## src/decoder_pkg.sv

```systemverilog
package decoder_pkg;

    localparam int grid_x = 4; // rows, north to south
    localparam int grid_z = 3; // columns, west to east
    localparam int grid_u = 2; // measurement layers, bottom layer is 0

    localparam int x_bits = 2;
    localparam int z_bits = 2;
    localparam int u_bits = 1;
    localparam int addr_bits = u_bits + x_bits + z_bits;

    localparam int plane_count = grid_x * grid_z;
    localparam int vertex_count = plane_count * grid_u;

    localparam int growth_bits = 2;
    localparam logic [growth_bits-1:0] link_weight = 2'd2; // growth of a full edge

    // even ports look back along an axis, the next odd port is the opposite one
    localparam int neighbor_count = 6;
    localparam int dir_north = 0;
    localparam int dir_south = 1;
    localparam int dir_west = 2;
    localparam int dir_east = 3;
    localparam int dir_down = 4;
    localparam int dir_up = 5;

    typedef enum logic [2:0] {
        stage_idle = 3'd0,
        stage_load = 3'd1,
        stage_grow = 3'd2,
        stage_merge = 3'd3
    } stage_t;

    // field order makes the packed value sort like the linear vertex index
    typedef struct packed {
        logic [u_bits-1:0] u;
        logic [x_bits-1:0] x;
        logic [z_bits-1:0] z;
    } vertex_addr_t;

    typedef struct packed {
        vertex_addr_t root;
        logic boundary; // cluster touches the north or south edge
    } vertex_state_t;

    typedef struct packed {
        logic load;
        logic grow;
        logic merge;
    } stage_strobes_t;

    // address of vertex v, numbered u-major, then x, then z
    function automatic vertex_addr_t vertex_addr(int v);
        vertex_addr_t a;
        a.u = u_bits'(v / plane_count);
        a.x = x_bits'((v % plane_count) / grid_z);
        a.z = z_bits'(v % grid_z);
        return a;
    endfunction

    // linear index of the neighbour of v on port dir, -1 when off the lattice
    function automatic int neighbor_of(int v, int dir);
        int u;
        int x;
        int z;
        u = v / plane_count;
        x = (v % plane_count) / grid_z;
        z = v % grid_z;
        case (dir)
            dir_north: x = x - 1;
            dir_south: x = x + 1;
            dir_west: z = z - 1;
            dir_east: z = z + 1;
            dir_down: u = u - 1;
            default: u = u + 1;
        endcase
        if (u < 0 || u >= grid_u || x < 0 || x >= grid_x || z < 0 || z >= grid_z) begin
            return -1;
        end
        return u * plane_count + x * grid_z + z;
    endfunction

endpackage

```

## src/syndrome_loader.sv

```systemverilog
`timescale 1ns/1ps

module syndrome_loader (
    input  logic clk,
    input  logic reset,
    input  decoder_pkg::stage_t stage_i,
    input  logic [decoder_pkg::plane_count-1:0] measurements_i,
    output decoder_pkg::stage_strobes_t strobes_o,
    output logic [decoder_pkg::vertex_count-1:0] defects_o
);

    // layer u sits at bits u*plane_count and up, same as the vertex index
    logic [decoder_pkg::grid_u-1:0][decoder_pkg::plane_count-1:0] layers;
    logic [decoder_pkg::plane_count-1:0] meas_q; // sampled with the stage

    always_ff @(posedge clk) begin
        if (reset) begin
            strobes_o <= '0;
        end else begin
            strobes_o.load <= (stage_i == decoder_pkg::stage_load);
            strobes_o.grow <= (stage_i == decoder_pkg::stage_grow);
            strobes_o.merge <= (stage_i == decoder_pkg::stage_merge);
        end
    end

    // keeps the data aligned with its strobe
    always_ff @(posedge clk) begin
        meas_q <= measurements_i;
    end

    // new round enters on top, older rounds move down one layer
    always_ff @(posedge clk) begin
        if (reset) begin
            layers <= '0;
        end else if (strobes_o.load) begin
            layers <= {meas_q, layers[decoder_pkg::grid_u-1:1]};
        end
    end

    assign defects_o = layers;

endmodule

```

## src/vertex_unit.sv

```systemverilog
`timescale 1ns/1ps

module vertex_unit #(
    parameter decoder_pkg::vertex_addr_t vertex_id = '0
) (
    input  logic clk,
    input  logic reset,
    input  decoder_pkg::stage_strobes_t strobes_i,
    input  logic [decoder_pkg::neighbor_count-1:0] grown_i,
    input  decoder_pkg::vertex_state_t [decoder_pkg::neighbor_count-1:0] neighbor_state_i,
    input  logic boundary_grown_i,
    output decoder_pkg::vertex_state_t state_o,
    output logic changed_o
);

    decoder_pkg::vertex_state_t state_q;
    decoder_pkg::vertex_state_t merged;

    // one flooding step over all fully grown edges
    always_comb begin
        merged = state_q;
        for (int d = 0; d < decoder_pkg::neighbor_count; d++) begin
            if (grown_i[d]) begin
                if (neighbor_state_i[d].root < merged.root) begin
                    merged.root = neighbor_state_i[d].root;
                end
                merged.boundary = merged.boundary | neighbor_state_i[d].boundary;
            end
        end
        merged.boundary = merged.boundary | boundary_grown_i; // grown into the boundary itself
    end

    always_ff @(posedge clk) begin
        if (reset || strobes_i.load) begin
            state_q.root <= vertex_id; // every vertex starts as its own root
            state_q.boundary <= 1'b0;
        end else if (strobes_i.merge) begin
            state_q <= merged;
        end
    end

    assign state_o = state_q;

    // high in the merge cycle that updates the state
    assign changed_o = strobes_i.merge && (merged != state_q);

endmodule

```

## src/edge_unit.sv

```systemverilog
`timescale 1ns/1ps

module edge_unit #(
    parameter bit single_ended = 1'b0
) (
    input  logic clk,
    input  logic reset,
    input  decoder_pkg::stage_strobes_t strobes_i,
    input  logic defect_a_i,
    input  logic defect_b_i,
    output logic fully_grown_o
);

    logic [decoder_pkg::growth_bits-1:0] count_q;
    logic [decoder_pkg::growth_bits-1:0] incr;
    logic [decoder_pkg::growth_bits:0] sum; // one spare bit for the overflow

    // each defect endpoint grows the edge by one step
    assign incr = single_ended ? {1'b0, defect_a_i}
                               : {1'b0, defect_a_i} + {1'b0, defect_b_i};
    assign sum = {1'b0, count_q} + {1'b0, incr};

    always_ff @(posedge clk) begin
        if (reset || strobes_i.load) begin
            count_q <= '0;
        end else if (strobes_i.grow) begin
            if (sum >= {1'b0, decoder_pkg::link_weight}) begin
                count_q <= decoder_pkg::link_weight; // saturate
            end else begin
                count_q <= sum[decoder_pkg::growth_bits-1:0];
            end
        end
    end

    assign fully_grown_o = (count_q == decoder_pkg::link_weight);

endmodule

```

## src/decoding_graph.sv

```systemverilog
`timescale 1ns/1ps

module decoding_graph (
    input  logic clk,
    input  logic reset,
    input  decoder_pkg::stage_strobes_t strobes_i,
    input  logic [decoder_pkg::vertex_count-1:0] defects_i,
    output decoder_pkg::vertex_state_t [decoder_pkg::vertex_count-1:0] states_o,
    output logic [decoder_pkg::vertex_count-1:0] changed_o
);

    // edges towards south, east and up belong to the vertex they start from
    logic [decoder_pkg::vertex_count-1:0][decoder_pkg::neighbor_count/2-1:0] fwd_grown;
    logic [decoder_pkg::vertex_count-1:0] bnd_grown; // single ended edge at x = 0 or last row

    for (genvar v = 0; v < decoder_pkg::vertex_count; v++) begin : g_vertex
        logic [decoder_pkg::neighbor_count-1:0] grown;
        decoder_pkg::vertex_state_t [decoder_pkg::neighbor_count-1:0] nbr;

        for (genvar d = 0; d < decoder_pkg::neighbor_count; d++) begin : g_dir
            if (decoder_pkg::neighbor_of(v, d) < 0) begin : g_none
                assign grown[d] = 1'b0; // no neighbour, never grown
                assign nbr[d] = '0;
                if (d % 2 == 1) begin : g_tie
                    assign fwd_grown[v][d/2] = 1'b0;
                end
            end else if (d % 2 == 0) begin : g_back
                // edge is owned by the neighbour on the other side
                assign grown[d] = fwd_grown[decoder_pkg::neighbor_of(v, d)][d/2];
                assign nbr[d] = states_o[decoder_pkg::neighbor_of(v, d)];
            end else begin : g_fwd
                edge_unit #(
                    .single_ended(1'b0)
                ) u_edge (
                    .clk(clk),
                    .reset(reset),
                    .strobes_i(strobes_i),
                    .defect_a_i(defects_i[v]),
                    .defect_b_i(defects_i[decoder_pkg::neighbor_of(v, d)]),
                    .fully_grown_o(fwd_grown[v][d/2])
                );
                assign grown[d] = fwd_grown[v][d/2];
                assign nbr[d] = states_o[decoder_pkg::neighbor_of(v, d)];
            end
        end

        // north boundary above row 0, south boundary below the last row
        if ((v % decoder_pkg::plane_count) / decoder_pkg::grid_z == 0 ||
            (v % decoder_pkg::plane_count) / decoder_pkg::grid_z == decoder_pkg::grid_x - 1)
        begin : g_bnd
            edge_unit #(
                .single_ended(1'b1)
            ) u_bnd_edge (
                .clk(clk),
                .reset(reset),
                .strobes_i(strobes_i),
                .defect_a_i(defects_i[v]),
                .defect_b_i(1'b0),
                .fully_grown_o(bnd_grown[v])
            );
        end else begin : g_no_bnd
            assign bnd_grown[v] = 1'b0;
        end

        vertex_unit #(
            .vertex_id(decoder_pkg::vertex_addr(v))
        ) u_vertex (
            .clk(clk),
            .reset(reset),
            .strobes_i(strobes_i),
            .grown_i(grown),
            .neighbor_state_i(nbr),
            .boundary_grown_i(bnd_grown[v]),
            .state_o(states_o[v]),
            .changed_o(changed_o[v])
        );
    end

endmodule

```

## src/cluster_report.sv

```systemverilog
`timescale 1ns/1ps

module cluster_report (
    input  logic clk,
    input  logic reset,
    input  decoder_pkg::vertex_state_t [decoder_pkg::vertex_count-1:0] states_i,
    input  logic [decoder_pkg::vertex_count-1:0] changed_i,
    output logic [decoder_pkg::vertex_count*decoder_pkg::addr_bits-1:0] roots_o,
    output logic [decoder_pkg::vertex_count-1:0] boundary_o,
    output logic busy_o
);

    // field i of roots_o holds the root of vertex i
    always_ff @(posedge clk) begin
        for (int i = 0; i < decoder_pkg::vertex_count; i++) begin
            roots_o[i*decoder_pkg::addr_bits +: decoder_pkg::addr_bits] <= states_i[i].root;
            boundary_o[i] <= states_i[i].boundary;
        end
    end

    // any vertex still moving keeps the merge busy
    always_ff @(posedge clk) begin
        if (reset) begin
            busy_o <= 1'b0;
        end else begin
            busy_o <= |changed_i;
        end
    end

endmodule

```

## src/decoder_top.sv

```systemverilog
`timescale 1ns/1ps

module decoder_top (
    input  logic clk,
    input  logic reset,
    input  decoder_pkg::stage_t stage_i,
    input  logic [decoder_pkg::plane_count-1:0] measurements_i,
    output logic [decoder_pkg::vertex_count*decoder_pkg::addr_bits-1:0] roots_o,
    output logic [decoder_pkg::vertex_count-1:0] boundary_o,
    output logic busy_o
);

    decoder_pkg::stage_strobes_t strobes;
    logic [decoder_pkg::vertex_count-1:0] defects;
    decoder_pkg::vertex_state_t [decoder_pkg::vertex_count-1:0] states;
    logic [decoder_pkg::vertex_count-1:0] changed;

    syndrome_loader u_loader (
        .clk(clk),
        .reset(reset),
        .stage_i(stage_i),
        .measurements_i(measurements_i),
        .strobes_o(strobes),
        .defects_o(defects)
    );

    decoding_graph u_graph (
        .clk(clk),
        .reset(reset),
        .strobes_i(strobes),
        .defects_i(defects),
        .states_o(states),
        .changed_o(changed)
    );

    cluster_report u_report (
        .clk(clk),
        .reset(reset),
        .states_i(states),
        .changed_i(changed),
        .roots_o(roots_o),
        .boundary_o(boundary_o),
        .busy_o(busy_o)
    );

endmodule

```

## config.mk

```make
export PLATFORM = sky130hd
export DESIGN_NAME = decoder_top
export DESIGN_NICKNAME = d
export VERILOG_FILES = /design/src/decoder_pkg.sv /design/src/syndrome_loader.sv /design/src/vertex_unit.sv /design/src/edge_unit.sv /design/src/decoding_graph.sv /design/src/cluster_report.sv /design/src/decoder_top.sv
export SDC_FILE = /design/constraint.sdc
export NUM_CORES = 2
export LEC_CHECK = 0
export BUFFER_PORTS_ARGS = -buffer_cell sky130_fd_sc_hd__buf_2
export CAP_MARGIN = 10
export CORE_MARGIN = 2
export CORE_UTILIZATION = 50
export DETAILED_ROUTE_END_ITERATION = 10
export GPL_TIMING_DRIVEN = 0
export PLACE_DENSITY = 0.69
export REMOVE_ABC_BUFFERS = 1
export SLEW_MARGIN = 20
export SYNTH_ARGS = -nofsm -noshare
export SYNTH_HDL_FRONTEND = slang
export SYNTH_SLANG_ARGS = --single-unit
```

## constraint.sdc

```tcl
create_clock -name clk -period 10 [get_ports clk]
set_clock_uncertainty 0.15 [all_clocks]
set_input_delay 2.5 -clock clk [delete_from_list [all_inputs] [get_ports clk]]
set_output_delay 2.5 -clock clk [all_outputs]
set_load 0.05 [all_outputs]
```

==> results.sh <==
export IMPL_synth_seq_area_share_pct=25.6
export IMPL_cts_sinks=444
export IMPL_diodes=0
export IMPL_wl_um=126000
export IMPL_via_per_inst=6.24
export IMPL_ant_nets=0
export IMPL_postCtsHoldBufs=0
export IMPL_syn_avg_cell_area_um2=8.23
export IMPL_finalPower_mw=4.57
export IMPL_cap_violations=0
export IMPL_wl_per_cell_um=23.8
export IMPL_stdcell_count=5289
export IMPL_timing_final_crit_share_pct=97.7
export IMPL_place_gp_congestion=0.998
export IMPL_dpl_instance_area_um2=36400
export IMPL_crit_start="u_graph.g_vertex[1].u_vertex.state_o[5]$_SDFFE_PP0P_"
export IMPL_die_x_um=268
export IMPL_row_count=96
export IMPL_drive_above_1_share_pct=13.3
export IMPL_cts_buffers=52
export IMPL_relSlewSlack_pct=20.5
export IMPL_start_util_pct=50.6
export IMPL_ys_ff_latch=444
export IMPL_die_h_um=268
export IMPL_critPathBufInv=3
export IMPL_vias=33000
export IMPL_power_density_nw_per_um2=116
export IMPL_final_util_pct=57.1
export IMPL_postSynth_asyncResetShare_pct=0
export IMPL_io_pins=162
export IMPL_dp_hpwl_um=92500
export IMPL_crit_path_start_kind="flop"
export IMPL_grt_max_degree=88
export IMPL_synth_distinct_cells=99
export IMPL_slew_violations=0
export IMPL_setup_worst_path_end_class="flop"
export IMPL_die_area_um2=71600
export IMPL_status="completed"
export IMPL_fp_coreArea_um2=68700
export IMPL_antenna_found_initial=4
export IMPL_layout_commonest_cell="ha_1"
export IMPL_dpl_cell_count=5153
export IMPL_root_buffer="clkbuf_16"
export IMPL_max_clock_path_buffers=3
export IMPL_slowest_delay_ps=490
export IMPL_syn_area_um2=34700
export IMPL_arrival_ps=10100
export IMPL_worst_ir_drop_vdd_mv=0.138
export IMPL_synth_top_cell_by_area="dfxtp_1"
export IMPL_synth_top_area_share_pct=25.6
export IMPL_postLayoutCellArea_um2=39200
export IMPL_nets=4825
export IMPL_grt_pass1_vias=30700
export IMPL_cts_tree="done"
export IMPL_required_ps=10330
export IMPL_cts_clk_slew_worst_paths_ps=60
export IMPL_leakage_nw=16.8
export IMPL_path_class="flop to flop"
export IMPL_grt_overflow=0
export IMPL_io_buffers=161
export IMPL_layout_common_cells="ha_1, inv_1, nor2_1, dfxtp_1, nand2_1"
export IMPL_worstPathMaxFanout=5
export IMPL_synthToLayoutAreaGrowth_pct=12.9
export IMPL_drc=0
export IMPL_dr_pass1_iters=9
export IMPL_crit_family="compound AO/OA/AOI/OAI gates"
export IMPL_setup_tns_final_ps=0
export IMPL_htreeDepth=2
export IMPL_first_iter_violations=3583
export IMPL_synth_area_leaders="dfxtp_1, ha_1, mux2i_1"
export IMPL_syn_inst=4220
export IMPL_clkLatencyLatePin_ps=640
export IMPL_crit_slowest_cell="o41a_1"
export IMPL_nFillCells=6393
export IMPL_ys_warn_count=0
export IMPL_hold_start="u_graph.g_vertex[1].u_vertex.state_o[3]$_SDFFE_PP0P_"
export IMPL_grt_usage_pct=34.5
export IMPL_grt_pass1_wl_um=188000
export IMPL_synth_edf_count=0
export IMPL_timing_fmax_mhz=102
export IMPL_synth_top_flop_cell="dfxtp_1"
export IMPL_setup_viol=0
export IMPL_worstMarginPinSlew_ps=1190
export IMPL_finalCriticalPeriod_ps=9770
export IMPL_holdCritPathClass="flop to flop"
export IMPL_hold_violations=0
export IMPL_r2r_start="u_graph.g_vertex[1].u_vertex.state_o[5]$_SDFFE_PP0P_"
-- metal layers --
metal | share of wire (%) | global-route usage [%]
met1 | 40 | 44.1
met2 | 42 | 51.8
met3 | 10 | 8.12
met4 | 7.6 | 22.4
met5 | 0.0087 | 0
-- cell families (layout without fill, tap and decap cells) --
kind of cell | count (synthesis) | in the layout | share of synthesized area (%)
and+or+nand+nor | 1196 | 1196 | 16.6
muxes | 252 | 252 | 7.46
AOI/OAI and AO/OA | 1149 | 1149 | 22.7
DFF | 444 | 444 | 25.6
buffers and inverters | 589 | 727 | 6.40
xor gates and xnor gates | 96 | 96 | 2.42
adders and majority gates | 494 | 494 | 18.8
-- worst paths after layout --
check | end | slack, ps | cells after the start
worst max-delay path | u_report.busy_o$_SDFF_PP0_ | 230 | 41
worst min-delay path | u_report.roots_o[7]$_DFF_P_ | 270 | 0
worst max register to register | u_report.busy_o$_SDFF_PP0_ | 230 | 41
worst min register to register | u_report.roots_o[7]$_DFF_P_ | 270 | 0
-- synth_stat cells, drive strengths merged (13+ instances only) --
library cell,number
a211o,49
o22ai,72
o211ai,60
o211a,13
nor3,47
or2,20
nor4,16
a31oi,45
o31ai,27
and4,13
mux2i,196
nand2,322
a2111oi,18
inv,413
xnor2,86
o2111ai,19
and2,23
a22oi,19
buf,16
a211oi,77
a21o,104
nor2b,63
ha,447
nand2b,100
dfxtp,444
clkbuf,156
o21ai,177
nor2,388
nand3b,51
nand4,32
a221oi,20
mux2,56
fa,46
or3,14
nand3,43
a21oi,285
and3,31
o21a,25
-- per-stage QoR --
step,hold slack [ps],setup WS [ps]
floorplan,214,474
global placement,276,-2080
detailed placement,273,-2160
CTS,284,0.687
global route,275,-62.5
finish,273,230
-- sequential cells by signal (all words and copies together) (netlist names) --
| register | cells |
|---|---|
| u_loader.strobes_o | 3 |
| u_report.roots_o | 120 |
| u_graph.g_vertex.g_bnd.u_bnd_edge.count_q | 24 |
| u_graph.g_vertex.g_dir.g_fwd.u_edge.count_q | 92 |
| u_loader.meas_q | 12 |
| u_loader.defects_o | 24 |
| u_graph.g_vertex.u_vertex.state_o | 144 |
| u_report.busy_o | 1 |
| u_report.boundary_o | 24 |
-- area by class of cell --
class	instances	area, um2	share of cell area [%]
Clock buffer	67	1450	3.69
Clock inverter	30	353	0.900
Inverter	417	1610	4.11
Multi-Input combinational cell	3187	24200	61.7
Sequential cell	444	9030	23.0
Tap cell	931	1160	2.97
Timing Repair Buffer	213	1400	3.58
-- worst register-to-register path, delay by kind of cell (launching register included) --
kind	cells	cell delay [ps]
buf+inv	3	260
simple gates	9	2070
flops	1	380
mux	5	1470
fa+ha+maj	5	1520
compound gates	18	3640
xor+xnor	1	130
-- power by group --
part           total (mW)  internal [mW]  switching [mW]
Sequential           1.86           1.80          0.0628
Clock                2.00           1.14           0.855
Combinational       0.712          0.264           0.448
Total                4.57           3.20            1.37
-- what timing repair did --
| action | 4_1_cts | 5_1_grt |
|---|---|---|
| buffers inserted | 8 | 31 |
| endpoints found under the setup margin | 8 | 6 |
| gates cloned | 0 | 0 |
| pin swaps | 3 | 15 |
| resized for setup | 90 | 130 |
Note: power is estimated with default switching activity, not from simulation.
